`src/rtl/fw_config.svh`:
```
// fifo depths, watchdog half period and identity values of the firewall shell
`ifndef FW_CONFIG_SVH
`define FW_CONFIG_SVH

// store and forward depths, powers of two
`define FW_DATA_DEPTH     64
`define FW_VERDICT_DEPTH  64

// cycles per watchdog half period, short for simulation
`define FW_WDOG_HALF      64

// identity words reported to the shell
`define FW_VENDOR_ID        24'h0002c9
`define FW_PRODUCT_ID       16'd4
`define FW_PRODUCT_VERSION  16'd1
`define FW_CAPS             32'd2

`endif

```
`src/rtl/frame_fifo.sv`:
```
// synchronous circular buffer fifo for beats and verdicts
`timescale 1ns/10ps
`default_nettype none

module frame_fifo #(
  parameter int WIDTH = 8,
  parameter int DEPTH = 64   // power of two
) (
  input  logic             mlx2sbu_clk,
  input  logic             rst_n,
  input  logic             wr_en,
  input  logic [WIDTH-1:0] din,
  output logic             full,
  input  logic             rd_en,
  output logic [WIDTH-1:0] dout,
  output logic             empty
);

  localparam int AW = $clog2(DEPTH);

  logic [WIDTH-1:0] mem [DEPTH];
  logic [AW-1:0]    wr_ptr;
  logic [AW-1:0]    rd_ptr;
  logic [AW:0]      count;
  logic             wr_ok;
  logic             rd_ok;

  assign full  = (count == (AW+1)'(DEPTH));
  assign empty = (count == '0);

  // writes while full and reads while empty are dropped
  assign wr_ok = wr_en & ~full;
  assign rd_ok = rd_en & ~empty;

  // head of queue shows without a read request
  assign dout = mem[rd_ptr];

  always_ff @(posedge mlx2sbu_clk) begin
    if (wr_ok) begin
      mem[wr_ptr] <= din;
    end
  end

  always_ff @(posedge mlx2sbu_clk) begin
    if (!rst_n) begin
      wr_ptr <= '0;
      rd_ptr <= '0;
      count  <= '0;
    end else begin
      if (wr_ok) begin
        wr_ptr <= wr_ptr + 1'b1;   // wraps, depth is a power of two
      end
      if (rd_ok) begin
        rd_ptr <= rd_ptr + 1'b1;
      end
      case ({wr_ok, rd_ok})
        2'b10:   count <= count + 1'b1;
        2'b01:   count <= count - 1'b1;
        default: count <= count;
      endcase
    end
  end

endmodule

`default_nettype wire

```
`config.mk`:
```
export PLATFORM = sky130hd
export DESIGN_NAME = frame_fifo
export DESIGN_NICKNAME = d
export VERILOG_FILES = /design/src/rtl/fw_config.svh /design/src/rtl/frame_fifo.sv
export SDC_FILE = /design/constraint.sdc
export NUM_CORES = 1
export LEC_CHECK = 0
export BUFFER_PORTS_ARGS = -buffer_cell sky130_fd_sc_hd__buf_2
export CAP_MARGIN = 20
export CORE_ASPECT_RATIO = 0.8
export CORE_MARGIN = 1.5
export CORE_UTILIZATION = 39
export DETAILED_ROUTE_END_ITERATION = 8
export PLACE_DENSITY = 0.64
export SYNTH_ARGS = -nofsm -noshare
export SYNTH_HDL_FRONTEND = slang
export SYNTH_SLANG_ARGS = --single-unit
```
`constraint.sdc`:
```
create_clock -name mlx2sbu_clk -period 4.2 [get_ports mlx2sbu_clk]
set_input_delay 0.21 -clock mlx2sbu_clk [delete_from_list [all_inputs] [get_ports mlx2sbu_clk]]
set_output_delay 0.21 -clock mlx2sbu_clk [all_outputs]
set_load 0.005 [all_outputs]
```
Yosys cells after proc, flatten, opt, wreduce, memory -nomap -nowiden:

Memory sizes are Yosys's and may differ from the RTL's. A register that Yosys moved wholly into a read port is not among the register bits.
Cells that the tools add are included.

* register bits after elaboration: 19
* memories kept: 1
* output and inout bits: 10
* bits in writable memories: 512
* logic and storage cells: 22
* input bits: 12

Memories
* mem: words 64, bits a word 8, rd ports 1, clocked after memory_dff 1, write ports 1, line frame_fifo.sv:21 `logic [WIDTH-1:0] mem [DEPTH];`

* muxes and demuxes: 5
* add/subtract/negate cells: 4
* eq/ne operators: 3
* bitwise gates (word level): 4
* reduce and logical (&&, ||, !) cells: 2

Operator list (count)
* $pmux 7 s2: 1
* $add 6x1->6 const B: 2
* $mux 6: 2
* $add 7x1->7 const B: 1
* $eq 7x7->1 const B: 1
* $logic_not 7->1: 1
* $sub 7x1->7 const B: 1
* $and 1x1->1: 2
* $eq 2x1->1 const B: 1
* $eq 2x2->1 const B: 1
* $mux 1: 2
* $not 1->1: 2
* $reduce_bool 2->1: 1

Logic depth before layout (Yosys ltp):

Gate-level depths: netlist (run 1).

* word-level depth: 5
* mapped depth: 13
* mapped depth without buffers: 11

Worst setup path after synthesis (run 1):

OpenSTA, ideal clock, no wires.

* path type: register -> register
* from: register count[3]
* to: register count[4]
* arrival time: 3146 ps
* data required time: 4129 ps
* stages on the path, launching flop included: 14
* library setup time: 71 ps
* setup slack: 983 ps
* cell sequence: dfxtp_1 buf_2 or4_1 o41a_1 buf_2 ha_1 buf_1 xor2_1 ha_1 a21oi_1 a31o_2 a22oi_1 or3_1 a21oi_1

* word-level cells in the longest chain between the ends: 5
* elaborated cells on any way between the ends: 12
* classes of those cells: add/sub (2); eq/ne (3); mux (1); bitwise (4); reduce/logical (2)

Ends and longest elaborated chain
* start: declaration: line frame_fifo.sv:24 `logic [AW:0] count;`
* start signal: assignment: line frame_fifo.sv:57 `2'b10: count <= count + 1'b1;`
* start signal: assignment: line frame_fifo.sv:58 `2'b01: count <= count - 1'b1;`
* start signal: assignment: line frame_fifo.sv:59 `default: count <= count;`
* parallel branches: the longest is 5 deep, another holds $sub 7x1->7

Several ways; the timed one is not identified.
A chain may end at the register's enable or synchronous reset.

==> qor.txt, run 1 <==
Clock Sinks = 537
Largest delay contributor family on the critical path = multiplexers
Yosys warnings = 0
Main synth FF type = edfxtp_1
FFs w/ async S/R, synth = 0%
Internal = 9430 uW
# Post-CTS Setup Buffers = 0
Top cells by area, synth = edfxtp_1 (73%), mux4_2 (14%), dfxtp_1 (2.4%)
Syn avg cell area = 19.97 um^2
Max transition margin = 34.57%
First-pass GRT wire length = 68900 um
Synth top area share = 73.10%
Max FO, Critical Path = 22
ANT cells = 0
Sequential power share = 48.7%
Largest area contributor in the netlist = edfxtp_1
Residual DRC = 0
Net Count, Synth = 1070
CP Class = reg -> out
Sw frac = 25.09%
Root buffer cell = clkbuf_16
Clock share of power = 34.5%
Max incr delay on CP = 0.69 ns
Seq/Total Area, Yosys = 75.48%
RSZ-0062 raised after global routing = no
Initial Util = 39.81%
Worst Hold Class = in -> reg
Critical-path cell list = buf_4, mux4_2, mux2i_1, mux2i_1, mux2i_1, o21ai_0, buf_2
Clock Latency Late Sink = 0.57 ns
Total grt overflow = 0
Critical path capture point type = primary output
NumNets Final = 1119
Distinct cell type count after synthesis = 55
DR WL/cell = 25.27 um
Setup-failing EPs final = 0
Fmax = 283.4 MHz
Antenna violations before repair = 0
Io pins = 22
Power per Cell Area = 531.7 mW/mm^2
Full die area = 0.05534 mm^2
Crit path top cell by count = mux2i_1
Post-layout minimum cycle time = 3.528 ns
# rows = 75
Peak VDD IR = 0.4298 mV
Routed via count = 10270
Layout Skew = 0.01448 ns
Synthesized area = 0.02103 mm^2
Die Span Y = 210.7 um
H-tree Lvls = 2
Register area = 0.01589 mm^2
Period utilization = 84.01%
Startpoint types = flop
Gpl congestion = 0.8037
Number of synthesized flops with an enable pin = 512
Total Wirelength = 46390 um
IO buf count = 21
Chip Width = 262.6 um
Setup TNS = 0 ns
WHS = 0.02362 ns
Fillers = 4462
Worst-path cell with the longest stage delay = dfxtp_4
Worst path bufs/invs = 2
Final Hold Viols = 0
Pins Over Slew Limit = 0
Worst-path clk slew = 0.07 ns
Remaining antenna violation count = 0
CTS Buf Count = 49
Comb power frac = 16.8%
Core area = 0.05283 mm^2
Most frequent cells in the layout = edfxtp_1 (512), mux4_2 (128), nor2_1 (96)
DR vias/cell = 5.595
Worst Tran Pin Value = 0.9795 ns
Multi-input combinational cell area = 0.004853 mm^2
Leakage power = 0.007222 uW
Detailed Routing Iterations Pass 1 = 7
Vias in the first global route = 10310
Drt first-iter violations = 1214
HPWL after detailed placement = 28170 um
Worst Path Arrival = 3.32 ns
Number of synthesized register bits = 537
Tot GR Track Use = 16.96%
Maximum buffer depth of the clock tree = 3
Net Switching = 3159 uW
Largest net degree at the start of global routing = 65
WP data required = 3.99 ns
Status = completed
CTS tree = built
Area Overhead vs Synth = 12.58%
Final core utilization = 44.82%
Max-Cap Viols = 0
Syn Inst Count = 1053
Share of layout cells above drive strength 1 = 23.18%
Leading cell type in the layout, fill and taps excluded = edfxtp_1
cell usage after synthesis, drive strengths merged (4+ instances only):
| master | n |
|---|---|
| nand2 | 25 |
| o21ai | 9 |
| nand4 | 7 |
| clkbuf | 17 |
| inv | 5 |
| and3 | 4 |
| nand2b | 11 |
| a22oi | 30 |
| ha | 5 |
| dfxtp | 25 |
| nor2b | 4 |
| a21oi | 6 |
| nor3 | 13 |
| edfxtp | 512 |
| a31oi | 4 |
| o22ai | 7 |
| mux4 | 128 |
| mux2i | 29 |
| nand3 | 17 |
| nor2 | 96 |
| buf | 41 |
| xor2 | 11 |
| and4 | 6 |
power by group through the flow:
| stage | clock network [uW] | registers (uW) | logic [uW] |
|---|---|---|---|
| after floorplan | 0 | 6100 | 1640 |
| after global placement | 0 | 6260 | 2110 |
| after detailed placement | 0 | 6260 | 2130 |
| after CTS | 4440 | 6150 | 2140 |
| after global routing | 4640 | 6160 | 2290 |
| final | 4340 | 6140 | 2110 |
final timing paths:
kind / slack, ns / depth (start not counted) / endpoint / from
max: 0.67 / 7 / dout[0] / flop
max reg2reg: 0.69 / 10 / count[4]$_SDFFE_PN0P_ / count[2]$_SDFFE_PN0P_
min reg2reg: 0.52 / 2 / count[5]$_SDFFE_PN0P_ / count[5]$_SDFFE_PN0P_
min: 0.02 / 1 / mem[28][1]$_DFFE_PP_ / din[1]
metrics by stage:
step | area, um^2 | worst slack (ns) | std cells | power, uW
4_1_cts | 23580 | 0.6073 | 1831 | 12730
5_1_grt | 23680 | 0.4053 | 1836 | 13090
3_5_place_dp | 22000 | 0.7636 | 1738 | 8395
6_report | 23680 | 0.6716 | 1836 | 12590
2_1_floorplan | 21030 | 0.9827 | 1053 | 7736
3_3_place_gp | 22000 | 0.8658 | 1738 | 8372
flip-flops by register name, indices dropped and copies added (netlist names), named ones only:
signal  cells
count       7
mem       512
rd_ptr      6
wr_ptr      6
worst register-to-register path, stage by stage, from the launching register on:
cell and delay (ns):
dfxtp_1 0.40, or4_1 0.61, o41a_1 0.47, ha_1 0.43, xor2_1 0.22, ha_1 0.22, a21oi_1 0.32, a31o_2 0.22
a22oi_1 0.07, or3_1 0.33, a21oi_1 0.14
per-layer routing:
metal  part of all wire [%]  global-route usage (%)  vias to the layer above
met3                    9.1                   4.080                       54
met5                  0.084                  0.5231                        -
met4                    1.5                   3.508                        2
met2                     46                   25.62                      436
met1                     44                   25.07                     5351
li1                       -                       -                     4429
final cells by class:
class / count / share of cell area [%]
Timing Repair Buffer: 56 / 2.040
Clock inverter: 30 / 1.004
Tap cell: 693 / 3.662
Clock buffer: 62 / 5.607
Sequential cell: 537 / 67.09
Inverter: 6 / 0.09512
Multi-Input combinational cell: 452 / 20.50
logic make-up after synthesis:
logic type                 after synthesis  share of synthesized area [%]
DFF                                    537                          75.48
adders and majority gates                5                         0.2975
xor gates and xnor gates                14                         0.5830
muxes                                  157                          15.09
AOI/OAI and AO/OA                       76                          2.588
buffers and inverters                   64                          1.440
and+or+nand+nor                        200                          4.521
what timing repair did:
item                       in CTS  in global routing
hold buffers                    1                  0
hold endpoints to repair        3                  0
setup endpoints to repair       0                  0
gates resized for setup         0                  0
Note: power is estimated with default switching activity, not from simulation.
==> run 2: changes to the inputs <==
Clock period 4.2 ns to 3.7 ns, I/O delays scaled along.
==> qor.txt, run 2 (synthesis gave the netlist of run 1 again) <==
Status = completed
Reg-to-reg endpoint = count[4]$_SDFFE_PN0P_
Register-to-register setup slack = 0.30 ns (-0.39 ns)
Path depth of the worst reg2reg path = 10 (unchanged)
DR vias/cell = 5.586 (-0.15%)
Fmax = 283.0 MHz
First-pass GRT wire length = 69700 um (+1.2%)
Period utilization = 95.50%
Leakage power = 0.007428 uW (+2.9%)
WP data required = 3.51 ns (-0.48 ns)
Worst Path Arrival = 3.35 ns (+0.03 ns)
RSZ-0062 raised after global routing = no
Clock Latency Late Sink = 0.58 ns (about the same)
WHS = 0.05286 ns (+0.02924 ns)
DR WL/cell = 24.89 um (-1.5%)
Vias in the first global route = 10470 (+1.6%)
# Post-CTS Setup Buffers = 0 (unchanged)
Hold Path Stages = 1 (unchanged)
Peak VDD IR = 0.3495 mV (-19%)
Startpoint types = flop
RR Startpoint = count[2]$_SDFFE_PN0P_
Gpl congestion = 0.8317 (+3.5%)
Max-Cap Viols = 0 (unchanged)
Io pins = 22 (unchanged)
Routed via count = 10500 (+2.2%)
Total Wirelength = 46760 um (+0.80%)
Most frequent cells in the layout = edfxtp_1 (512), mux4_2 (128), nor2_1 (96)
Chip Width = 262.6 um (unchanged)
Critical path capture point type = primary output
Hold_sp = din[5]
Area Overhead vs Synth = 13.96%
Layout Skew = 0.01626 ns (+0.001780 ns)
Maximum buffer depth of the clock tree = 3 (unchanged)
CTS Buf Count = 49 (unchanged)
Post-layout minimum cycle time = 3.534 ns
Power per Cell Area = 594.9 mW/mm^2 (+12%)
Worst-path clk slew = 0.06 ns (about the same)
Core area = 0.05283 mm^2 (unchanged)
Share of layout cells above drive strength 1 = 25.38% (+2.2 points)
Final WS setup = 0.1665 ns (-0.5051 ns)
# rows = 75 (unchanged)
Leading cell type in the layout, fill and taps excluded = edfxtp_1
Max incr delay on CP = 0.61 ns (-0.08 ns)
Max FO, Critical Path = 42 (+91%)
Total grt overflow = 0 (unchanged)
Root buffer cell = clkbuf_16
ANT cells = 0 (unchanged)
Detailed Routing Iterations Pass 1 = 5 (-2)
CP Class = reg -> out
Max reg flops = 512 (unchanged)
Tot GR Track Use = 17.16% (+0.20 points)
Antenna violations before repair = 0 (unchanged)
Setup-failing EPs final = 0 (unchanged)
Residual DRC = 0 (unchanged)
Biggest regs = mem: 512 flops, count: 7 flops
Clock Sinks = 537 (unchanged)
Hold EP = mem[50][5]$_DFFE_PP_
Setup TNS = 0 ns (unchanged)
NumNets Final = 1165 (+4.1%)
Finished Layout Cells = 1879 (+2.3%)
CTS tree = built
Drt first-iter violations = 1177 (-3.0%)
Pins Over Slew Limit = 0 (unchanged)
Worst Tran Pin Value = 0.9676 ns (-0.01193 ns)
Post-Place Cells = 1785 (+2.7%)
Largest net degree at the start of global routing = 65 (unchanged)
Largest Register = mem
Die Span Y = 210.7 um (unchanged)
Remaining antenna violation count = 0 (unchanged)
IO buf count = 21 (unchanged)
H-tree Lvls = 2 (unchanged)
Full die area = 0.05534 mm^2 (unchanged)
Max transition margin = 35.42% (+0.86 points)
Critical-path cell list = buf_12, mux4_2, o22ai_1, nor3_1, a31oi_1, nand2_1, buf_2
Initial Util = 39.81% (unchanged)
Worst Hold Class = in -> reg
Pre-CTS setup slack = 0.3300 ns (-0.4336 ns)
HPWL after detailed placement = 29180 um (+3.6%)
Worst-path cell with the longest stage delay = dfxtp_4
Final Hold Viols = 0 (unchanged)
==> run 2: stage by stage <==
stage	total power, uW	cell area (um^2)	util, %
CTS	14390	23900	45.23
finish	14260	23970	45.37
global route	14830	23970	45.37
global placement	9501	22370	42.34
detailed placement	9530	22370	42.34
floorplan	8781	21030	-
==> run 2: timing repair <==
item	CTS	global route
gates resized for setup	0	0
endpoints found under the hold margin	3	12
hold buffers	1	1
==> run 2: worst max-delay path: cells and delay by family (launching register included) <==
kind                   cells  cell delay [ns]
buffers and inverters      2             0.52
AOI/OAI and AO/OA          2             0.76
DFF                        1             0.61
and+or+nand+nor            2             0.31
muxes                      1             0.56
==> run 2: routing by layer <==
metal	vias to the layer above	track usage, %	share of wire [%]
met5	-	0	0
met4	0	3.689	1.5
met3	59	4.208	8.2
met2	399	26.24	46
met1	5518	25.03	44
li1	4521	-	-
==> run 2: layout make-up <==
cell class	instances	area [um^2]
Inverter	6	22.52
Sequential cell	537	15890
Tap cell	693	867.1
Timing Repair Buffer	102	818.3
Clock buffer	67	1336
Multi-Input combinational cell	452	4853
Fill cell	4467	28860
Clock inverter	22	183.9
==> run 2: worst max-delay path by stage <==
stage / to / depth (start not counted) / start
global route: count[4]$_SDFFE_PN0P_ / 10 / count[2]$_SDFFE_PN0P_
CTS: dout[7] / 7 / flop
finish: dout[7] / 7 / flop
detailed placement: count[4]$_SDFFE_PN0P_ / 10 / count[2]$_SDFFE_PN0P_
global placement: count[4]$_SDFFE_PN0P_ / 10 / count[2]$_SDFFE_PN0P_
floorplan: count[4]$_SDFFE_PN0P_ / 13 / count[3]$_SDFFE_PN0P_
==> run 2: power breakdown <==
part           internal (uW)  switching, uW  total [uW]
Sequential              6750            189        6940
Clock                   2740           2160        4890
Combinational           1200           1220        2420
Total                  10700           3570       14300
