===== src/rtl/fw_config.svh =====
// fifo depths, watchdog half period and identity values of the firewall shell
`ifndef FW_CONFIG_SVH
`define FW_CONFIG_SVH

// store and forward depths, powers of two
`define FW_DATA_DEPTH     64
`define FW_VERDICT_DEPTH  64

// cycles per watchdog half period, short for simulation
`define FW_WDOG_HALF      64

// identity words reported to the shell
`define FW_VENDOR_ID        24'h0002c9
`define FW_PRODUCT_ID       16'd4
`define FW_PRODUCT_VERSION  16'd1
`define FW_CAPS             32'd2

`endif


===== src/rtl/fw_stream_pkg.sv =====
// stream width typedefs and the beat struct of the packet path
`default_nettype none

package fw_stream_pkg;

  // 32 byte beat
  typedef logic [255:0] tdata_t;
  typedef logic [31:0]  tkeep_t;   // one enable per byte

  // bit 0 holds the verdict on the first beat
  typedef logic [11:0]  tuser_t;

  typedef logic [2:0]   tid_t;

  // 304 bits in all
  typedef struct packed {
    tdata_t tdata;
    tkeep_t tkeep;
    logic   tlast;
    tuser_t tuser;
    tid_t   tid;
  } beat_t;

endpackage

`default_nettype wire


===== src/rtl/fw_shell_pkg.sv =====
// identity typedefs, watchdog counter type and the packet position enum
`default_nettype none

package fw_shell_pkg;

  typedef logic [23:0] vendor_id_t;   // ieee oui
  typedef logic [15:0] product_id_t;
  typedef logic [15:0] version_t;
  typedef logic [31:0] caps_t;

  typedef logic [15:0] wdog_cnt_t;

  // where the output stream stands within a packet
  typedef enum logic {
    POS_HEAD,
    POS_BODY
  } pkt_pos_e;

endpackage

`default_nettype wire


===== src/rtl/verdict_merge.sv =====
// first beat tracking and verdict insertion into tuser toward the host port
`timescale 1ns/10ps
`default_nettype none

module verdict_merge (
  input  logic                 mlx2sbu_clk,
  input  logic                 rst_n,
  input  fw_stream_pkg::beat_t beat,
  input  logic                 beat_empty,
  output logic                 beat_rd,
  input  logic                 verdict,
  input  logic                 verdict_empty,
  output logic                 verdict_rd,
  output fw_stream_pkg::beat_t cxp_out,
  output logic                 cxp_out_vld,
  input  logic                 cxp_out_rdy
);

  fw_shell_pkg::pkt_pos_e pos;
  logic                   head;
  logic                   xfer;

  assign head = (pos == fw_shell_pkg::POS_HEAD);

  // head beat waits for its verdict
  assign cxp_out_vld = ~beat_empty & (~head | ~verdict_empty);
  assign xfer        = cxp_out_vld & cxp_out_rdy;

  assign beat_rd    = xfer;
  assign verdict_rd = xfer & head;   // one verdict per packet

  always_comb begin
    cxp_out          = beat;
    cxp_out.tuser[0] = beat.tuser[0] | (head & verdict);
  end

  always_ff @(posedge mlx2sbu_clk) begin
    if (!rst_n) begin
      pos <= fw_shell_pkg::POS_HEAD;
    end else if (xfer) begin
      case (pos)
        fw_shell_pkg::POS_HEAD: begin
          // single beat packet stays in head
          if (!beat.tlast) begin
            pos <= fw_shell_pkg::POS_BODY;
          end
        end
        fw_shell_pkg::POS_BODY: begin
          if (beat.tlast) begin
            pos <= fw_shell_pkg::POS_HEAD;
          end
        end
        default: pos <= fw_shell_pkg::POS_HEAD;
      endcase
    end
  end

endmodule

`default_nettype wire


===== config.mk =====
export PLATFORM = sky130hd
export DESIGN_NAME = verdict_merge
export DESIGN_NICKNAME = d
export VERILOG_FILES = /design/src/rtl/fw_config.svh /design/src/rtl/fw_stream_pkg.sv /design/src/rtl/fw_shell_pkg.sv /design/src/rtl/verdict_merge.sv
export SDC_FILE = /design/constraint.sdc
export NUM_CORES = 1
export LEC_CHECK = 0
export BUFFER_PORTS_ARGS = -buffer_cell sky130_fd_sc_hd__buf_2
export CORE_AREA = 2 2 242 244
export DETAILED_ROUTE_END_ITERATION = 6
export DIE_AREA = 0 0 244 246
export PLACE_DENSITY = 0.3
export REMOVE_ABC_BUFFERS = 1
export SETUP_SLACK_MARGIN = 0.3
export SYNTH_ARGS = -nofsm -noshare
export SYNTH_HDL_FRONTEND = slang
export SYNTH_SLANG_ARGS = --single-unit

===== constraint.sdc =====
create_clock -name mlx2sbu_clk -period 1.1 [get_ports mlx2sbu_clk]
set_input_delay 0.11 -clock mlx2sbu_clk [delete_from_list [all_inputs] [get_ports mlx2sbu_clk]]
set_output_delay 0.11 -clock mlx2sbu_clk [all_outputs]
set_load 0.05 [all_outputs]

; ---- Yosys cells after proc, flatten, opt, wreduce, memory -nomap -nowiden
; Cells that the tools add are included.
[classes]
reduce_logical = 0
n_div = 0
shifts = 0
addsub = 0
mux = 1
n_lt_le_gt_ge = 0
n_bitwise = 9
n_mul = 0
n_eq_ne = 0
[op_table]
columns = cell, n
row1 = $and A1 B1 Y1, 4
row2 = $not A1 Y1, 3
row3 = $or A1 B1 Y1, 2
row4 = $mux W1, 1
[word_totals]
mem_bits_ro = 0
latchBits = 0
mem_count = 0
elab_cells = 11
in_bits = 310
ram_bits = 0
output_inout_bits = 307
ff_bits = 1

; ---- Logic depth before layout (Yosys ltp)
; Gate-level depths: netlist (run 1).
[logic_depth]
word_depth = 5
mapped_depth = 2
ltp_nobuf = 2

; ---- Worst setup path before layout (run 1)
; Ideal clock, no wire load.
[synth_path]
path_type = register -> output
from = reg pos
to = out verdict_rd
required_ps = 990
stages_incl_launch_ff = 2
arrival_ps = 1410
setup_slack_ps = -420
n_path_buf = 0
cell_sequence = dfxtp_1 nor3_1
[synth_via]
elab_chain_cells = 4
word_cells_on_any_way = 5
classes_between = 5 x bitwise
[synth_lines]
columns = element, line
row1 = "start, declared", verdict_merge.sv:19  ; fw_shell_pkg::pkt_pos_e pos;
row2 = "start signal, assigned", verdict_merge.sv:39  ; pos <= fw_shell_pkg::POS_HEAD;
row3 = "start signal, assigned", verdict_merge.sv:45  ; pos <= fw_shell_pkg::POS_BODY;
row4 = "start signal, assigned", verdict_merge.sv:50  ; pos <= fw_shell_pkg::POS_HEAD;
row5 = $or A1 B1 Y1, verdict_merge.sv:26  ; assign cxp_out_vld = ~beat_empty & (~head | ~verdict_empty);
row6 = $and A1 B1 Y1, verdict_merge.sv:26
row7 = $and A1 B1 Y1, verdict_merge.sv:27  ; assign xfer = cxp_out_vld & cxp_out_rdy;
row8 = $and A1 B1 Y1 (*), verdict_merge.sv:30  ; assign verdict_rd = xfer & head;
row9 = "end, declared", verdict_merge.sv:13  ; output logic verdict_rd,
; Every way passes the cells marked *; elsewhere a longest branch is shown, timed or not.

==> results, run 1 <==
- The run finished with clean final reports.
- The pin slew with the least headroom to its limit is 0.248 ns.
- STA classifies the critical path endpoint as an output pin.
- Measured along the y axis, the die boundary spans 246 um.
- The final setup violation count is 0.
- The endpoint identified for the worst register-to-register timing path is pos.
- Measured on the finished design, the core utilization comes to 2.02%.
- The signal on the critical path passes through inv_1 > a21o_1 > buf_6.
- Data on the critical path arrives at its endpoint at 0.70 ns.
- The final instance area is 1160 um2.
- The area growth from synthesis to layout is -50.8%.
- Setup total negative slack on the finished layout was measured at 0 ns.
- Dividing the synthesized area by the synthesized cell count gives 7.50 um2.
- The initial detailed-routing violation count is 372.
- The ratio of cells with drive above 1 in the final layout is 78.3%.
- In this run, placement finished with an instance count of 788.
- In the global route stage, met3 resource usage came out at 50.2%.
- Max-cap violations in this run came to 0.
- The Yosys step of the flow raised 0 warnings.
- The worst-path cell with the longest stage delay is sky130_fd_sc_hd__dfxtp_4.
- The buffers inserted during post-CTS setup optimization is 0.
- The first global-routing pass estimated 101,000 um of wire.
- The number of global-route vias before repair is 1,062.
- The maximum frequency from static timing analysis is 1230 MHz.
- The die covers 60,000 um2.
- The total length of routed wires is 97,900 um.
- The path class of the tightest hold or removal check is in2out.
- The final number of hold-violating endpoints is 0.
- The routability-driven placement congestion ratio is 1.36.
- For hold timing, the worst endpoint is cxp_out[104].
- The category of the most critical setup path is reg2out.
- The analysis attributes to cell leakage a power of 0.100 nW.
- After detailed routing, the number of remaining DRC violations is 0.
- The met1 track demand over resource is 2.00%.
- In this run the worst path has a maximum fanout of 4.
- Dividing the detail-routed wire length by the instance count gives 124 um.
- The number of nets with antenna violations after detailed routing is 0.
- The die is 244 um wide.
- Measured against its own limit, the worst slew margin works out to 83.5%.
- STA classifies the critical path startpoint as a flip-flop.
- Data on the critical path is required at its endpoint by 0.99 ns.
- The startpoint identified for the worst register-to-register timing path is pos.
- The count of fill cells added during filler insertion is 6,833.
- Row generation in the floorplan step produced 88 rows.
- Entering global routing, the biggest net connects 5 pins.
- The number of flip-flops in the largest register is 1.
- In this run the count of I/O pins placed on the die edge is 617.
- The number of vias after detailed routing is 1,608.
- The number of standard cells after synthesis is 314.
- The average via count per standard cell is 2.04.
- The sequential share of the synthesized area is 0.851%.
- Once placement finished, the instance area stood at 1100 um2.
- The number of antenna diodes in the final layout is 0.
- The clock reaches the later pin of the worst-skew pair after 0 ns.
- The top register by number of flip-flops is pos.
- Across the VDD grid, the largest voltage drop is 0.188 mV.
- After layout, the worst path uses 73.7% of the clock period.
- Input and output buffers added on the ports amount to 12.
- Clock-pin slew was measured on the worst setup and hold paths at 0 ns.
- The core region is 57,400 um2.
- At the end of the flow, the number of nets in the layout was 335.
- Setup repair after global routing could not meet its margin everywhere.
- The worst register-to-register path has a depth of 1.
- The largest total area in the synthesized netlist belongs to sky130_fd_sc_hd__buf_4.
- The hold-critical path depth is 0.
- The global routing stage identified its most utilized layer as met2.
- The clock arrives with 0 ns of skew.
- The initial standard-cell utilization of the core is 4.10%.
- The fraction of synthesized cell area taken by the top area cell type is 96.7%.
- The initial antenna violation count came to 1.
- The number of different library cells in the post-synthesis netlist is 10.
- The startpoint identified for the worst hold timing path is beat[104].
- The number of hold-repair buffers added at the cts stage is 0.
- For this run, global-route usage on met2 was measured as 60.8%.
- The largest single stage delay on the critical path is 0.35 ns.
- The max-slew violation count came to 0.
- Counting I/O delays and the setup requirement, the final critical path takes 0.810 ns.
- In the post-synthesis netlist, the biggest area contributors are sky130_fd_sc_hd__buf_4 (97%), sky130_fd_sc_hd__dfxtp_1 (0.85%), sky130_fd_sc_hd__o221a_1 (0.48%).
- After synthesis the cells add up to 2350 um2.
- The total routing usage reported by global routing is 31.6%.
- The number of detailed-routing iterations run before antenna repair is 4.
- In the final layout, the registers with the most flip-flops are pos x1.
- The number of standard cells in the layout, taps in and fillers out is 788.
- The power per cell area is 118 nW/um2.
- The setup slack of the most critical reg-to-reg path is 0.45 ns.
- Counting flops and latches in the post-synthesis netlist gives 1.
- After global routing the overflow that remains totals 0.
-- worst max path at each step --
stage	to	from	slack, ns	cells after the start
3_5_place_dp	verdict_rd	beat_empty	0.18	4
6_report	cxp_out[3]	pos	0.29	3
4_1_cts	verdict_rd	pos	0.29	2
3_3_place_gp	verdict_rd	beat_empty	0.18	4
5_1_grt	cxp_out[3]	pos	0.25	3
2_1_floorplan	verdict_rd	pos	-0.42	1
-- through the flow --
stage	setup WS, ns	hold slack, ns	total power [W]
6_report	0.290	0.221	0.000136
5_1_grt	0.254	0.221	0.000142
4_1_cts	0.286	0.229	0.000134
3_5_place_dp	0.180	0.229	0.000113
3_3_place_gp	0.176	0.229	0.000114
2_1_floorplan	-0.420	0.220	0.0000815
-- what timing repair did --
action,in CTS,in global routing
setup endpoints to repair,4,4
resized for setup,15,2
pin swaps,2,1
-- cells in the mapped netlist (all sizes together) --
library cell,number
nor3,1
inv,2
nor3b,1
nor2,2
o221a,1
nor2b,1
buf,303
a21o,1
dfxtp,1
nand2b,1
-- power breakdown --
part	internal, W	switching (W)	leakage [nW]
clock	0	0	0
sequential	0.0000377	0.00000296	0.00890
combinational	0.0000390	0.0000564	0.0912
total	0.0000767	0.0000593	0.100
-- worst max-delay path: cells and delay by family, from the launching register on --
| family | cells | cell delay (ns) |
|---|---|---|
| flops | 1 | 0.35 |
| buf+inv | 2 | 0.19 |
| compound gates | 1 | 0.15 |
-- logic make-up (layout without fill, tap and decap cells) --
group                  after synthesis  after routing  synth area share [%]
DFF                                  1              1                 0.851
and+or+nand+nor                      6              6                  1.38
AOI/OAI and AO/OA                    2              2                 0.798
buffers and inverters              305             14                  97.0
-- area by class of cell --
cell class | instances | area, um2 | share of cell area [%]
repair buffers | 12 | 91.3 | 7.89
flip-flops and latches | 1 | 23.8 | 2.05
inverters | 2 | 7.51 | 0.649
well taps | 765 | 957 | 82.7
multi-input cells | 8 | 77.6 | 6.70
-- layer usage --
metal  up-vias  wire length (um)
met4        46              7810
met5         -              2340
met3       102             32300
met1       370              3010
li1         61                 -
met2      1029             52500
-- placed cells by master (no fill, tap or decap) --
cell	instances
sky130_fd_sc_hd__buf_2	7
sky130_fd_sc_hd__buf_6	5
sky130_fd_sc_hd__nor2_2	2
sky130_fd_sc_hd__inv_1	2
sky130_fd_sc_hd__nor2b_2	1
sky130_fd_sc_hd__nand2b_4	1
sky130_fd_sc_hd__nor3_4	1
sky130_fd_sc_hd__nor3b_1	1
sky130_fd_sc_hd__o221a_1	1
sky130_fd_sc_hd__a21o_1	1
sky130_fd_sc_hd__dfxtp_4	1
Power figures use the tool's default switching activity.
==> run 2, diff against run 1 <==
ABC_AREA = 1   (was default)
CORE_AREA = 2 2 241 243   (was 2 2 242 244)
DIE_AREA = 0 0 243 245   (was 0 0 244 246)
clock period = 0.8 ns   (was 1.1 ns; I/O delays follow)
==> results, run 2 <==
- Relative to the synthesized area, the layout overhead comes to -48.8%.
- The pin slew with the least headroom to its limit was 0.133 ns (-0.115 ns).
- The number of hold-repair buffers added at the cts stage is 0 (unchanged).
- The initial detailed-routing violation count is 421 (+13%).
- The share of the synthesized netlist area taken by xor and xnor gates is 0% (unchanged).
- The share of flip-flops with an asynchronous set or reset after synthesis is 0% (unchanged).
- The sort of element at the end of the critical path is an output pin.
- The routability-driven placement congestion ratio is 1.39 (+1.8%).
- The max-slew violation count is 0 (unchanged).
- Counting I/O delays and the setup requirement, the final critical path takes 0.926 ns.
- The total length of routed wires came to 98,400 um (+0.50%).
- The first-pass GRT wire length was 102,000 um (+0.76%).
- For this design, the slowest cell found on the critical path is sky130_fd_sc_hd__dfxtp_2.
- The number of max-capacitance violations reported is 0 (unchanged).
- The initial antenna violation count was 1 (unchanged).
- Setup repair after global routing could not meet its margin everywhere.
- The worst-case headroom to the max-slew limit is 91.1% (+7.5 points).
- The full die area is 59,500 um2 (-0.81%).
- The post-route fraction of the period consumed by the critical path is 116%.
- The average via count per standard cell is 2.11 (+3.5%).
- The ratio of cells with drive above 1 in the final layout is 81.3% (+3.0 points).
- In the layout the commonest cells are sky130_fd_sc_hd__buf_2 (7), sky130_fd_sc_hd__buf_6 (5), sky130_fd_sc_hd__buf_4 (4).
- The number of global-route vias before repair is 1,102 (+3.8%).
- In the synthesized netlist the dominant register cell turns out to be sky130_fd_sc_hd__dfxtp_1.
- The global route total overflow is 0 (unchanged).
- The clock-pin slew reported for the worst setup and hold paths after clock tree synthesis is 0 ns (unchanged).
- The initial standard-cell utilization of the core was 4.15% (+0.044 points).
- The signal on the critical path passes through inv_2 > nand2_2 > and3_4 > buf_6 > buf_12.
- By area the synthesized netlist is led by sky130_fd_sc_hd__buf_4 (96%), sky130_fd_sc_hd__dfxtp_1 (0.85%), sky130_fd_sc_hd__and3_4 (0.48%).
- The synthesized area divided by synthesized cell count is 7.46 um2 (-0.47%).
- The mapped cell area came to 2360 um2 (+0.48%).
- The final setup violation count came to 5 (+5).
- Counting instances in the post-synthesis netlist gives the leading cell types as sky130_fd_sc_hd__buf_4 (303), sky130_fd_sc_hd__inv_1 (3), sky130_fd_sc_hd__nand2_1 (2).
- Grouping stages by cell kind, the critical path spends the most delay in flip-flops.
- The core area is 57,000 um2 (-0.58%).
- The final reports fail on negative setup slack.
- The clock insertion delay at the later pin of the skew report is 0 ns (unchanged).
- The quantity of I/O buffers inserted on ports was 12 (unchanged).
- The number of nets with antenna violations after detailed routing is 0 (unchanged).
- The number of diodes is 0 (unchanged).
- The net total in the final layout was 344 (+2.7%).
- The sequential share of the synthesized area was 0.847% (-0.0041 points).
- In the final layout, the registers with the most flip-flops are pos x1.
- The number of top-level design ports is 617 (unchanged).
- The number of standard cells in the layout, taps in and fillers out was 797 (+1.1%).
- The DRC violation count after routing is 0 (unchanged).
- The most common cell in the synthesized netlist is sky130_fd_sc_hd__buf_4.
- The maximum frequency from static timing analysis is 1080 MHz.
- The power per cell area came to 193 nW/um2 (+64%).
- The routed length per placed instance was 123 um (-0.64%).
- The number of standard cells after synthesis came to 317 (+0.96%).
- The startpoint type of the worst setup path is a flip-flop.
- The largest stage delay on the critical path is 0.31 ns (-0.04 ns).
- The mux contribution to synthesized area is 0% (unchanged).
- The total routing usage reported by global routing is 32.1% (+0.41 points).
- The number of flip-flops in the largest register is 1 (unchanged).
- The share of the core filled with cells in the final layout is 2.12% (+0.11 points).
- The number of different library cells in the post-synthesis netlist is 12 (+2).
- The final worst-path setup slack is -0.126 ns (-0.416 ns).
- The fraction of synthesized cell area taken by the top area cell type is 96.2% (-0.46 points).
- The cell count after placement is 796 (+1.0%).
- The number of detailed-routing iterations run before antenna repair came to 4 (unchanged).
- The setup skew after layout is 0 ns (unchanged).
- The arrival time of data at the critical path endpoint is 0.85 ns (+0.15 ns).
- The leakage power is 0.143 nW (+43%).
- Summed over all nets, the half-perimeter wirelength after detailed placement is 97,800 um.
- After synthesis, the largest family of logic cells by area is buffers and inverters.
- The number of standard-cell rows in the floorplan was 88 (unchanged).
- The pin count of the biggest net entering global routing was 4 (-1).
- The flow ran to the end, but the final reports show violations.
- The number of flops mapped to enable cells by yosys is 0 (unchanged).
- The yosys synthesis warning count was 0 (unchanged).
- The worst setup path is of the reg2out kind.
- The highest fanout seen on the critical path is 2 (-2).
- The floorplan die width is 243 um (-0.41%).
- The area share of and/or/nand/nor cells after synthesis was 1.48% (+0.099 points).
- The adder-cell area share of the yosys netlist is 0% (unchanged).
- The type of the tightest min-delay check is in2out.
- More flip-flops sit in one register than any other, and that register is pos.
- The die boundary height was 245 um (-0.41%).
- The library cell used most frequently in the layout, excluding fill and tap cells, is sky130_fd_sc_hd__buf_2.
- The data required time at the worst endpoint was 0.72 ns (-0.27 ns).
- The count of state elements after synthesis is 1 (unchanged).
- The maximum VDD drop is 0.248 mV (+32%).
- The number of vias after detailed routing is 1,684 (+4.7%).
- The synthesized-area fraction occupied by ao, oa, aoi and oai cells is 0.847% (+0.049 points).
- sky130_fd_sc_hd__buf_4 takes more of the synthesized area than any other cell.
- The final number of hold-violating endpoints is 0 (unchanged).
- The count of buffering cells on the critical path with inverters included is 3 (+1).
## run 2: changes by cell type in the layout (fill, tap and decap cells not counted), moves of 2 or more
cell,before,now
sky130_fd_sc_hd__buf_4,0,4
sky130_fd_sc_hd__inv_2,0,2
sky130_fd_sc_hd__nand2_2,0,2
sky130_fd_sc_hd__nor2_2,2,0
## run 2: report_power, final
group | switching (W) | internal [W]
registers | 0.00000159 | 0.0000540
clock network | 0 | 0
logic | 0.0000946 | 0.0000833
## run 2: logic make-up after synthesis
logic type | after synthesis
simple gates | 6
buf+inv | 307
compound gates | 3
flops | 1
## run 2: area by class of cell
| class | count | area, um2 |
|---|---|---|
| sequential | 1 | 21.3 |
| tap | 765 | 957 |
| inverter | 4 | 15.0 |
| multi-input combinational | 9 | 61.3 |
| timing repair buffer | 18 | 156 |
| fill | 6923 | 55800 |
## run 2: stage by stage
| stage | area (um2) | hold slack (ns) | power [W] | setup WS [ns] | TNS (ns) |
|---|---|---|---|---|---|
| after global placement | 1160 | 0.169 | 0.000203 | -0.221 | -0.675 |
| final | 1210 | 0.161 | 0.000234 | -0.126 | -0.512 |
| after detailed placement | 1160 | 0.169 | 0.000202 | -0.212 | -0.670 |
| after CTS | 1200 | 0.169 | 0.000231 | -0.120 | -0.494 |
| after global routing | 1210 | 0.161 | 0.000247 | -0.176 | -0.779 |
| after floorplan | 90.1 | 0.160 | 0.000121 | -0.415 | -0.769 |
## run 2: worst paths after layout
path         startpoint      endpoint  slack [ns]  depth (start not counted)
min           beat[104]  cxp_out[104]        0.16                          0
max                 pos       beat_rd       -0.13                          5
max reg2reg         pos           pos       -0.09                          7
min reg2reg         pos           pos        0.46                          2
## run 2: layer usage
metal / track usage [%] / up-vias / wire length, um
met5: 39.8 / - / 2970
met4: 20.2 / 48 / 8360
met3: 49.3 / 122 / 31300
met2: 61.5 / 1019 / 52100
met1: 2.29 / 414 / 3690
li1: - / 81 / -
## run 2: worst reg2reg max path, stage by stage, from the launching register on
cell	delay (ns)
sky130_fd_sc_hd__dfxtp_2	0.30
sky130_fd_sc_hd__inv_2	0.05
sky130_fd_sc_hd__nand2_2	0.05
sky130_fd_sc_hd__buf_6	0.11
sky130_fd_sc_hd__buf_6	0.10
sky130_fd_sc_hd__nand4_1	0.06
sky130_fd_sc_hd__nand2_1	0.06
sky130_fd_sc_hd__nor2_1	0.09
## run 2: repair_timing
action,4_1_cts,5_1_grt
pin swaps,0,4
endpoints found under the setup margin,6,5
setup buffers,1,0
resized for setup,13,2
