===== src/rtl/fw_config.svh =====
// fifo depths, watchdog half period and identity values of the firewall shell
`ifndef FW_CONFIG_SVH
`define FW_CONFIG_SVH

// store and forward depths, powers of two
`define FW_DATA_DEPTH     64
`define FW_VERDICT_DEPTH  64

// cycles per watchdog half period, short for simulation
`define FW_WDOG_HALF      64

// identity words reported to the shell
`define FW_VENDOR_ID        24'h0002c9
`define FW_PRODUCT_ID       16'd4
`define FW_PRODUCT_VERSION  16'd1
`define FW_CAPS             32'd2

`endif


===== src/rtl/fw_shell_pkg.sv =====
// identity typedefs, watchdog counter type and the packet position enum
`default_nettype none

package fw_shell_pkg;

  typedef logic [23:0] vendor_id_t;   // ieee oui
  typedef logic [15:0] product_id_t;
  typedef logic [15:0] version_t;
  typedef logic [31:0] caps_t;

  typedef logic [15:0] wdog_cnt_t;

  // where the output stream stands within a packet
  typedef enum logic {
    POS_HEAD,
    POS_BODY
  } pkt_pos_e;

endpackage

`default_nettype wire


===== src/rtl/shell_watchdog.sv =====
// free running counter that toggles the shell watchdog line
`timescale 1ns/10ps
`default_nettype none

`include "fw_config.svh"

module shell_watchdog (
  input  logic mlx2sbu_clk,
  input  logic rst_n,
  output logic watchdog
);

  localparam fw_shell_pkg::wdog_cnt_t LAST = fw_shell_pkg::wdog_cnt_t'(`FW_WDOG_HALF - 1);

  fw_shell_pkg::wdog_cnt_t cnt;

  always_ff @(posedge mlx2sbu_clk) begin
    if (!rst_n) begin
      cnt      <= '0;
      watchdog <= 1'b0;
    end else if (cnt == LAST) begin
      cnt      <= '0;
      watchdog <= ~watchdog;   // shell wants a steady toggle
    end else begin
      cnt <= cnt + 1'b1;
    end
  end

endmodule

`default_nettype wire


===== config.mk =====
export PLATFORM = sky130hd
export DESIGN_NAME = shell_watchdog
export DESIGN_NICKNAME = d
export VERILOG_FILES = /design/src/rtl/fw_shell_pkg.sv /design/src/rtl/shell_watchdog.sv
export VERILOG_INCLUDE_DIRS = /design/src /design/src/rtl
export SDC_FILE = /design/constraint.sdc
export NUM_CORES = 1
export LEC_CHECK = 0
export CAP_MARGIN = 20
export CORE_UTILIZATION = 50
export CTS_BUF_LIST = sky130_fd_sc_hd__clkbuf_8
export DETAILED_ROUTE_END_ITERATION = 8
export DONT_BUFFER_PORTS = 1
export PLACE_DENSITY = 0.66
export SYNTH_ARGS = -nofsm -noshare
export SYNTH_HDL_FRONTEND = slang
export SYNTH_SLANG_ARGS = --single-unit
export TNS_END_PERCENT = 30

===== constraint.sdc =====
create_clock -name mlx2sbu_clk -period 1.85 [get_ports mlx2sbu_clk]
set_input_delay 0.2775 -clock mlx2sbu_clk [delete_from_list [all_inputs] [get_ports mlx2sbu_clk]]
set_output_delay 0.2775 -clock mlx2sbu_clk [all_outputs]
set_load 0.02 [all_outputs]

# Word level (Yosys, flattened, before mapping)
# Index checks and enable logic that the tools add are counted.
# classes
addsub	1
eq_ne	1
bitwise_logic	2
n_reduce_logical	1
# op_table
op	n
$add A16 B1 Y16 const B	1
$eq A16 B6 Y1 const B	1
$not A1 Y1	2
$reduce_or A2 Y1	1
# word_totals
reg_bits	17
input_bits	2
output_inout_bits	1
word_cells	7

# Depth between registers and ports, before layout
# Gate-level depths: netlist of the first run.
# depth
word_depth	2
depth_mapped	7
ltp_nobuf	5

# Worst setup path before layout of the first run
# OpenSTA, ideal clock, no wires.
# synth_timing
kind	flip-flop to flip-flop
startpoint	register cnt[0]
endpoint	register cnt[12]
setup_time_ps	115
arrival_time_ps	1433
required_ps	1735
setup_slack_ps	302
path_stages_with_launch	8
n_path_buf	2
synth_period_minus_slack_ps	1548
path_cell_list	dfxtp_1 ha_1 nor3b_1 and4_4 nand2b_1 buf_4 buf_6 nor2_1
# synth_via
elab_chain_cells	2
word_cells_on_any_way	3
# synth_lines
item	line_no	rtl
start, declared	shell_watchdog.sv:15	fw_shell_pkg::wdog_cnt_t cnt;
start signal, assigned	shell_watchdog.sv:25	cnt <= cnt + 1'b1;
branches (longest 2 deep; another with $add A16 B1 Y16)	--	
# Parallel ways; which one is timed is not known.
# A chain may end at the register's enable or synchronous reset.

# Final worst setup path of the first run
# layout_timing
startpoint	register cnt[0]
endpoint	register cnt[9]
# The elaborated chain is that of the path after synthesis.

==> impl_metrics.tcl, run 1 <==
set metrics [dict create \
    run_status "finished clean" \
    finalWirelength_mm 1.224 \
    timing.critical_path.from_type "register" \
    fmax_mhz 621.2 \
    cts_tree "yes" \
    cts_sink_count 17 \
    drtAntennaViolNets 0 \
    fillers 128 \
    power.ir.vdd_worst_v 0.0004864 \
    dominant_combinational_cell_family_by_area_after_synthesis "simple AND/OR/NAND/NOR gates" \
    slew-limit-headroom_pct 77.83 \
    worstPathArrival_ns 1.75 \
    cts-root-to-sink-buffers 2 \
    horizontal_die_dimension_um 40.75 \
    grt_antenna_before_repair 0 \
    yosys.area_share.xor_xnor_pct 17.50 \
    grt_start_max_net_pins 10 \
    flops_latches_synth 17 \
    htreeDepth 1 \
    critical_path.slowest_cell "sky130_fd_sc_hd__dfxtp_1" \
    chipHeight_um 40.75 \
    reg2reg_from "cnt[0]" \
    worst_hold_path_type "input port to register" \
    final_min_period_over_clock_period_pct 87.02 \
    grt-ovfl-total 0 \
    setup.worst_path.end_class "register" \
    cellPowerDensity_mw_per_mm2 816.2 \
    post_synth_and_or_nand_nor_area_fraction_pct 31.50 \
    portBuffers 0 \
    cts.clk_slew.worst_paths_ns 0.06 \
    layout.nets 91 \
    layout-drive-gt1-share_pct 8.046 \
    syn_area_per_cell_um2 9.045 \
    grtUsageTotal_pct 18.19 \
    cts-buffers-inserted 3 \
    antenna-diode-count 0 \
    cts_hold_buf 0 \
    synth.area.mux_share_pct 0 \
    synthToLayoutAreaGrowth_pct 8.000 \
    die_area_mm2 0.001661 \
    worst_ep_required_time_ns 1.99 \
    synth_fa_ha_area_share_pct 1.667 \
    post_drt_via_cell_ratio 5.245 \
    cts.root.buffer_cell "sky130_fd_sc_hd__clkbuf_8" \
    netlist-cell-type-count 19 \
    final.setup_skew_ns 0.003501 \
    post-route-drc-count 0 \
    slowest_delay_ns 0.41 \
    unrepaired_setup_endpoints_after_global_routing "false" \
    floorplan.initialDensity_pct 55.61 \
    critical_path.startpoint "cnt[0]" \
    setup.worst_path.class "register to register" \
    worst_hold_startpoint "rst_n" \
    ios 3 \
    synth_compound_gate_area_share_pct 0 \
    mapped_area_um2 750.7 \
    globalplace.congestion 0.7910 \
    syn-num-nets 86 \
    coreArea_mm2 0.001350 \
    timing.critical_path.cells "ha_1 -> nor3b_1 -> and4_4 -> nand2b_1 -> buf_4 -> nor2_1" \
    p_leak_nw 0.2856 \
    place.detailed.hpwl_um 915.8 \
    grt_first_pass_wirelength_mm 1.932 \
    drt_pre_antenna_iters 4 \
    postCtsSetupRepairBufs 0 \
    floorplan.rows 13 \
    layout_min_cycle_time_ns 1.610 \
    crit_fanout 8 \
    seq_total_area_yosys_pct 45.33 \
    insertion_delay_ns 0.24 \
    worst_slack_ns 0.2402 \
    postSynthCellCount 83 \
    first_global_vias 455 \
    drv.max_cap_violation_count 0 \
    timing_worst_slew_pin_value_ns 0.3296 \
    synthesis.yosys.warnings 0 \
    pins_over_their_slew_limit 0 \
    initialDrtViolationCount 7 \
    cts_resized 0 \
    num_vias 535 \
    drt-wirelength-per-cell_um 12.00 \
    setup_tns_ns 0 \
    post-place-ws_ns 0.2647 \
    setup_viol_count_final 0 \
    timing.final.hold_violations 0 \
]
-- layout make-up --
| cell class | instances | area [um^2] | area share, % |
|---|---|---|---|
| tap | 15 | 18.77 | 2.315 |
| timing repair buffer | 2 | 15.01 | 1.852 |
| clock buffer | 3 | 41.29 | 5.093 |
| sequential | 17 | 340.3 | 41.98 |
| inverter | 3 | 11.26 | 1.389 |
| multi-input combinational | 61 | 380.4 | 46.91 |
| clock inverter | 1 | 3.754 | 0.4630 |
-- cell families after synthesis --
| logic type | after synthesis |
|---|---|
| AND/OR/NAND/NOR | 45 |
| flip-flops | 17 |
| buffers and inverters | 5 |
| XOR/XNOR | 15 |
| adder cells (fa/ha/maj) | 1 |
-- report_power, final --
part           internal, mW  switching [mW]
Clock                 0.147           0.113
Combinational       0.00907          0.0127
Sequential            0.372         0.00845
Total                 0.527           0.134
-- flip-flops by register name, indices dropped and copies added (netlist names) --
signal,flops
watchdog,1
cnt,16
-- cell usage in the layout, fill, tap and decap left out --
cell type	instances
sky130_fd_sc_hd__nand2_1	3
sky130_fd_sc_hd__and2_1	1
sky130_fd_sc_hd__and4_1	1
sky130_fd_sc_hd__nor3_1	3
sky130_fd_sc_hd__nand4_2	1
sky130_fd_sc_hd__buf_4	2
sky130_fd_sc_hd__nor2_1	17
sky130_fd_sc_hd__nor4_1	6
sky130_fd_sc_hd__nor3b_1	1
sky130_fd_sc_hd__and4_4	1
sky130_fd_sc_hd__clkbuf_8	3
sky130_fd_sc_hd__xor2_1	6
sky130_fd_sc_hd__ha_1	1
sky130_fd_sc_hd__inv_1	4
sky130_fd_sc_hd__dfxtp_1	17
sky130_fd_sc_hd__xnor2_1	9
sky130_fd_sc_hd__nand2b_1	1
sky130_fd_sc_hd__nand3_1	5
sky130_fd_sc_hd__nand4_1	5
-- critical path: cells and delay by family, from the launching register on --
family	cells	cell delay, ns
simple gates	4	0.63
fa+ha+maj	1	0.29
buf+inv	1	0.16
flops	1	0.41
-- worst paths after layout --
check / to / slack (ns) / cells after the start
max: cnt[9] / 0.24 / 6
min reg2reg: cnt[0] / 0.50 / 1
max reg2reg: cnt[9] / 0.24 / 6
min: watchdog / 0.15 / 1
-- Yosys cell counts, drive strengths merged --
master | number | area, um^2
nand2b | 1 | 6.260
nor3 | 3 | 15.01
nand3 | 5 | 25.02
nand2 | 3 | 11.26
and4 | 2 | 20.02
ha | 1 | 12.51
and2 | 1 | 6.260
nor3b | 1 | 7.510
dfxtp | 17 | 340.3
nor4 | 6 | 37.54
xnor2 | 9 | 78.83
nand4 | 6 | 43.79
nor2 | 17 | 63.81
inv | 3 | 11.26
xor2 | 6 | 52.55
buf | 2 | 18.77
-- layer usage --
metal  track usage [%]  part of all wire, %  wire length [um]
met4             10.00                  1.1                13
met2             24.21                   41               499
met5                 0                    0                 0
met1             25.90                   55               675
met3             4.891                  2.9                36
-- through the flow --
step	power, mW	instance area [um^2]	util [%]	hold WS [ns]	std cells
floorplan	0.4050	750.7	-	0.3992	83
global route	0.6938	810.8	60.06	0.1487	102
detailed placement	0.4102	765.7	56.72	0.4046	98
CTS	0.6675	810.8	60.06	0.1514	102
finish	0.6617	810.8	60.06	0.1549	102
global placement	0.4094	765.7	56.72	0.4051	98
(Power assumes the default switching activity.)
==> run 2, diff against run 1 <==
--- a/config.mk
+++ b/config.mk
@@ -6,13 +6,14 @@
 export SDC_FILE = /design/constraint.sdc
 export NUM_CORES = 1
 export LEC_CHECK = 0
+export ABC_AREA = 1
 export CAP_MARGIN = 20
 export CORE_UTILIZATION = 50
 export CTS_BUF_LIST = sky130_fd_sc_hd__clkbuf_8
 export DETAILED_ROUTE_END_ITERATION = 8
 export DONT_BUFFER_PORTS = 1
+export GPL_TIMING_DRIVEN = 0
 export PLACE_DENSITY = 0.66
 export SYNTH_ARGS = -nofsm -noshare
 export SYNTH_HDL_FRONTEND = slang
 export SYNTH_SLANG_ARGS = --single-unit
-export TNS_END_PERCENT = 30
==> run 2 against run 1 <==
Effect of this change:
- first-iteration DRC count rose by 100%
- global-route usage is 3.2 points higher
- combinational power fell by 7%
- largest cell class unchanged
- largest power group unchanged
- highest routed layer unchanged
==> impl_metrics.tcl, run 2 <==
set metrics [dict create \
    postCtsSetupRepairBufs 0 \
    r2r-end "cnt[2]" \
    synthToLayoutAreaGrowth_pct 7.637 \
    seq_power_share_pct 55.8 \
    cts_hold_buf 0 \
    drv.max_cap_violation_count 0 \
    synthTopCellsByArea "sky130_fd_sc_hd__dfxtp_1, sky130_fd_sc_hd__nand2_1, sky130_fd_sc_hd__nor2_1" \
    drt_pre_antenna_iters 4 \
    syn_area_per_cell_um2 6.892 \
    antenna-diode-count 0 \
    proportion_of_netlist_area_held_by_the_largest_area_contributor_pct 39.19 \
    worstHoldPathCells 2 \
    htreeDepth 1 \
    portBuffers 0 \
    synth.most_common_cell "sky130_fd_sc_hd__nand2_1" \
    mapped_area_um2 868.3 \
    critPathCapture "cnt[2]" \
    timing.critical_path.cells "ha_1 -> nand3_2 -> nor2_4 -> nand2_2 -> nand2_4 -> buf_6 -> nor2_1" \
    cellPowerDensity_mw_per_mm2 723.6 \
    cts_resized 0 \
    layout.nets 134 \
    synthFlopType "sky130_fd_sc_hd__dfxtp_1" \
    insertion_delay_ns 0.25 \
    pins_over_their_slew_limit 0 \
    setup_tns_ns 0 \
    setup.worst_path.end_class "register" \
    largest-register "cnt" \
    grt_start_max_net_pins 11 \
    slew-limit-headroom_pct 79.53 \
    cts.clk_slew.worst_paths_ns 0.07 \
    grt_antenna_before_repair 0 \
    final.setup_skew_ns 0.001402 \
    grt-ovfl-total 0 \
    globalplace.congestion 0.7843 \
    setup_viol_count_final 0 \
    finalWirelength_mm 1.627 \
    critical_path.slowest_cell "sky130_fd_sc_hd__dfxtp_1" \
    r2r.worst_path.cells 7 \
    critical_path.startpoint "cnt[0]" \
    layout-drive-gt1-share_pct 9.231 \
    slowest_delay_ns 0.40 \
    unrepaired_setup_endpoints_after_global_routing "false" \
    fillers 150 \
    post_synth_most_frequent_cells "sky130_fd_sc_hd__nand2_1, sky130_fd_sc_hd__nor2_1, sky130_fd_sc_hd__dfxtp_1" \
    largest_registers "cnt x16, watchdog x1" \
    num_vias 764 \
    power.share.clock_pct 41.2 \
    multi_input_comb_area_um2 456.7 \
    most_used_cells_in_the_layout_excluding_fill_and_tap_cells "sky130_fd_sc_hd__nand2_1, sky130_fd_sc_hd__nor2_1, sky130_fd_sc_hd__dfxtp_1" \
    worstPathArrival_ns 1.64 \
    floorplan.rows 14 \
    run_status "finished clean" \
    initialDrtViolationCount 14 \
    setup.worst_path.class "register to register" \
    crit_fanout 10 \
    sequential_cell_area_um2 340.3 \
    postSynthCellCount 126 \
    intPower_mw 0.5303 \
    fmax_mhz 671.8 \
    edff_count_synth 0 \
    worst_hold_path_type "input port to register" \
    floorplan.initialDensity_pct 55.70 \
    timing_worst_slew_pin_value_ns 0.3059 \
    grt_first_pass_wirelength_mm 2.939 \
    final_common_cell "sky130_fd_sc_hd__nand2_1" \
    finish.instance_area_um2 934.6 \
    power.net_switching_mw 0.1461 \
    place.detailed.hpwl_mm 1.271 \
    syn-num-nets 129 \
    dpl-instance-area_um2 888.4 \
    largest_register_ffs 16 \
    synthesis.yosys.warnings 0 \
    timing.final.hold_violations 0 \
    die_area_mm2 0.001908 \
    cts-root-to-sink-buffers 2 \
    reg2reg_from "cnt[0]" \
    swShare_pct 21.60 \
    worst_ep_required_time_ns 2.00 \
    async_flop_share_pct 0 \
    yosys.area.top_type "sky130_fd_sc_hd__dfxtp_1" \
    first_global_vias 734 \
    flops_latches_synth 17 \
    final_min_period_over_clock_period_pct 80.46 \
    timing.critical_path.from_type "register" \
    post-route-drc-count 0 \
    cts_sink_count 17 \
    p_leak_nw 0.3520 \
    ios 3 \
    cts-buffers-inserted 3 \
    comb_power_share_pct 3.0 \
    setup.reg_to_reg.worst_slack_ns 0.36 \
    power.ir.vdd_worst_v 0.0006521 \
    seq_total_area_yosys_pct 39.19 \
    drtAntennaViolNets 0 \
    chipHeight_um 43.68 \
    cts_tree "yes" \
    post_drt_via_cell_ratio 5.233 \
    grtUsageTotal_pct 21.38 \
    horizontal_die_dimension_um 43.68 \
    drt-wirelength-per-cell_um 11.14 \
    netlist-cell-type-count 20 \
    cts.root.buffer_cell "sky130_fd_sc_hd__clkbuf_8" \
    coreArea_mm2 0.001559 \
    layout_min_cycle_time_ns 1.489 \
]
## run 2: cell types whose count changed after synthesis, moves of 2 or more
cell | before | now
sky130_fd_sc_hd__nor2_4 | 0 | 2
sky130_fd_sc_hd__inv_1 | 3 | 15
sky130_fd_sc_hd__nand3_1 | 5 | 11
sky130_fd_sc_hd__nor2_1 | 17 | 25
sky130_fd_sc_hd__nor4_1 | 6 | 0
sky130_fd_sc_hd__nand2_1 | 3 | 28
sky130_fd_sc_hd__xnor2_1 | 9 | 3
sky130_fd_sc_hd__xor2_1 | 6 | 2
sky130_fd_sc_hd__a21oi_1 | 0 | 8
sky130_fd_sc_hd__nor3_1 | 3 | 0
## run 2: cells by family after synthesis
kind of cell / count (synthesis) / synth area share (%)
flip-flops: 17 / 39.19
AO/OA/AOI/OAI: 10 / 6.052
adder cells (fa/ha/maj): 1 / 1.441
XOR/XNOR: 5 / 5.044
AND/OR/NAND/NOR: 76 / 40.06
buffers and inverters: 17 / 8.212
## run 2: area by class of cell
type                            instances  area share [%]
Clock inverter                          1          0.5355
Multi-Input combinational cell         92           48.86
Inverter                               16           6.426
Sequential cell                        17           36.41
Buffer                                  1           1.205
Tap cell                               16           2.142
Clock buffer                            3           4.418
## run 2: power by group through the flow
stage	logic (mW)	clock network, mW	registers [mW]
after floorplan	0.0168	0	0.384
after global placement	0.0197	0	0.385
after detailed placement	0.0209	0	0.385
after CTS	0.0209	0.288	0.377
after global routing	0.0234	0.307	0.378
final	0.0202	0.279	0.377
## run 2: per-stage QoR
stage | power, mW | cells | hold slack, ns | util (%) | setup WS, ns
after floorplan | 0.4011 | 126 | 0.3983 | - | 0.5569
after global placement | 0.4048 | 142 | 0.4053 | 56.98 | 0.3821
after detailed placement | 0.4064 | 142 | 0.4065 | 56.98 | 0.3387
after CTS | 0.6866 | 146 | 0.1309 | 59.95 | 0.3253
after global routing | 0.7081 | 146 | 0.1454 | 59.95 | 0.2191
final | 0.6764 | 146 | 0.1349 | 59.95 | 0.3615
## run 2: layer usage
metal,global-route usage (%),wire [um]
met1,25.64,813
met2,34.93,732
met3,7.083,64
met4,8.750,17
met5,0,0
## run 2: how the worst min path moves through the flow
stage	from	endpoint	slack [ns]
floorplan	rst_n	watchdog	0.40
global placement	rst_n	watchdog	0.41
detailed placement	rst_n	watchdog	0.41
CTS	rst_n	watchdog	0.13
global route	rst_n	watchdog	0.15
finish	rst_n	watchdog	0.13
## run 2: worst max-delay path, delay by kind of cell (launching register included)
kind	cells	cell delay [ns]
simple gates	5	0.60
flops	1	0.40
fa+ha+maj	1	0.23
buf+inv	1	0.15
==> run 3, diff against run 2 <==
==> constraint.sdc (replaced) <==
create_clock -name mlx2sbu_clk -period 1.4 [get_ports mlx2sbu_clk]
set_input_delay 0.21 -clock mlx2sbu_clk [delete_from_list [all_inputs] [get_ports mlx2sbu_clk]]
set_output_delay 0.21 -clock mlx2sbu_clk [all_outputs]
set_load 0.02 [all_outputs]
==> run 3 against run 2 <==
Effect of this change:
- flip-flop and latch count unchanged
- via count up 2.4%
- first-iteration DRC count down 21%
- largest cell class unchanged
==> impl_metrics.tcl, run 3 (synthesis gave the netlist of run 2 again) <==
set metrics [dict create \
    run_status "finished clean" \
    post-place-ws_ns -0.1113 \
    placed_cells 142 \
    first_global_vias 745 \
    slew-limit-headroom_pct 79.53 \
    power_mw 0.9055 \
    final_min_period_over_clock_period_pct 92.34 \
    cts.root.buffer_cell "sky130_fd_sc_hd__clkbuf_8" \
    globalplace.congestion 0.7843 \
    fmax_mhz 773.6 \
    final.setup_skew_ns 0.003766 \
    cts.clk_slew.worst_paths_ns 0.06 \
    most_used_cells_in_the_layout_excluding_fill_and_tap_cells "sky130_fd_sc_hd__nand2_1, sky130_fd_sc_hd__nor2_1, sky130_fd_sc_hd__inv_1, sky130_fd_sc_hd__dfxtp_1, sky130_fd_sc_hd__nand3_1" \
    synthToLayoutAreaGrowth_pct 10.81 \
    cellPowerDensity_mw_per_mm2 941.1 \
    cts-root-to-sink-buffers 2 \
    largest_register_ffs 16 \
    pins_over_their_slew_limit 0 \
    timing.final.hold_violations 0 \
    largest_registers "cnt x16, watchdog x1" \
    timing_worst_slew_pin_value_ns 0.3060 \
    num_vias 782 \
    post-route-drc-count 0 \
    postCtsSetupRepairBufs 0 \
    coreArea_mm2 0.001559 \
    chipHeight_um 43.68 \
    setup_viol_count_final 0 \
    p_leak_nw 0.3526 \
    grt_start_max_net_pins 11 \
    finalWirelength_mm 1.679 \
    horizontal_die_dimension_um 43.68 \
    setup.worst_path.end_class "register" \
    grt_antenna_before_repair 0 \
    cts-buffers-inserted 3 \
    grt-ovfl-total 0 \
    initialDrtViolationCount 11 \
    final_common_cell "sky130_fd_sc_hd__nand2_1" \
    worst_slack_ns 0.1073 \
    antenna-diode-count 0 \
    layout.nets 134 \
    floorplan.rows 14 \
    insertion_delay_ns 0.26 \
    stdcell_count 146 \
    worstPathArrival_ns 1.44 \
    setup.worst_path.class "register to register" \
    timing.critical_path.from_type "register" \
    cts_sink_count 17 \
    layout-drive-gt1-share_pct 12.31 \
    crit_fanout 10 \
    dpl-instance-area_um2 888.4 \
    drv.max_cap_violation_count 0 \
    place.detailed.hpwl_mm 1.271 \
    worst_ep_required_time_ns 1.55 \
    critical_path.slowest_cell "sky130_fd_sc_hd__dfxtp_4" \
    portBuffers 0 \
    cts_hold_buf 0 \
    unrepaired_setup_endpoints_after_global_routing "false" \
    slowest_delay_ns 0.38 \
    die_area_mm2 0.001908 \
    post_drt_via_cell_ratio 5.356 \
    power.ir.vdd_worst_v 0.0008443 \
    finish.instance_area_um2 962.2 \
    htreeDepth 1 \
    drtAntennaViolNets 0 \
    grtUsageTotal_pct 21.64 \
    layout_min_cycle_time_ns 1.293 \
    timing.critical_path.cells "ha_4 -> nand3_4 -> nor2_4 -> nand2_2 -> nand2_4 -> buf_6 -> nor2_1" \
    grt_first_pass_wirelength_mm 2.987 \
    ios 3 \
    drt-wirelength-per-cell_um 11.50 \
    cts_tree "yes" \
    largest-register "cnt" \
    worst_hold_path_type "input port to register" \
    floorplan.initialDensity_pct 55.70 \
    drt_pre_antenna_iters 4 \
]
==> run 3: through the flow <==
step	TNS (ns)	util (%)	hold WS (ns)
2_1_floorplan	0	-	0.3308
3_3_place_gp	-0.6356	56.98	0.3378
3_5_place_dp	-1.011	56.98	0.3390
4_1_cts	0	61.32	0.06337
5_1_grt	0	61.72	0.07798
6_report	0	61.72	0.06812
==> run 3: final timing paths <==
path	slack, ns	end	startpoint	cells after the start
worst min-delay path	0.07	watchdog	rst_n	2
worst max-delay path	0.11	cnt[6]	cnt[0]	7
worst min register to register	0.46	cnt[0]	cnt[0]	1
worst max register to register	0.11	cnt[6]	cnt[0]	7
==> run 3: cell type report <==
class,instances,area [um^2]
clock buffer,3,41.29
fill,147,596.8
tap,16,20.02
multi-input combinational,92,479.2
clock inverter,1,5.005
sequential,17,345.3
inverter,16,60.06
buffer,1,11.26
==> run 3: power by group <==
| group | internal (mW) | switching [mW] |
|---|---|---|
| logic | 0.0148 | 0.0156 |
| registers | 0.491 | 0.0107 |
| clock network | 0.198 | 0.175 |
==> run 3: critical path: cells and delay by family, from the launching register on <==
kind / cells / cell delay (ns)
fa+ha+maj: 1 / 0.15
buf+inv: 1 / 0.15
flops: 1 / 0.38
simple gates: 5 / 0.50
==> run 3: repair_timing <==
action / in CTS / in global routing
resized for setup: 4 / 3
gates cloned: 0 / 0
pin swaps: 0 / 1
setup endpoints to repair: 11 / 10
==> run 3: layer usage <==
metal / vias to the layer above / global-route usage [%] / part of all wire, %
met5: - / 0 / 0
met4: 0 / 8.750 / 1.0
met3: 2 / 7.083 / 3.9
met2: 16 / 35.22 / 46
met1: 360 / 26.15 / 49
li1: 404 / - / -
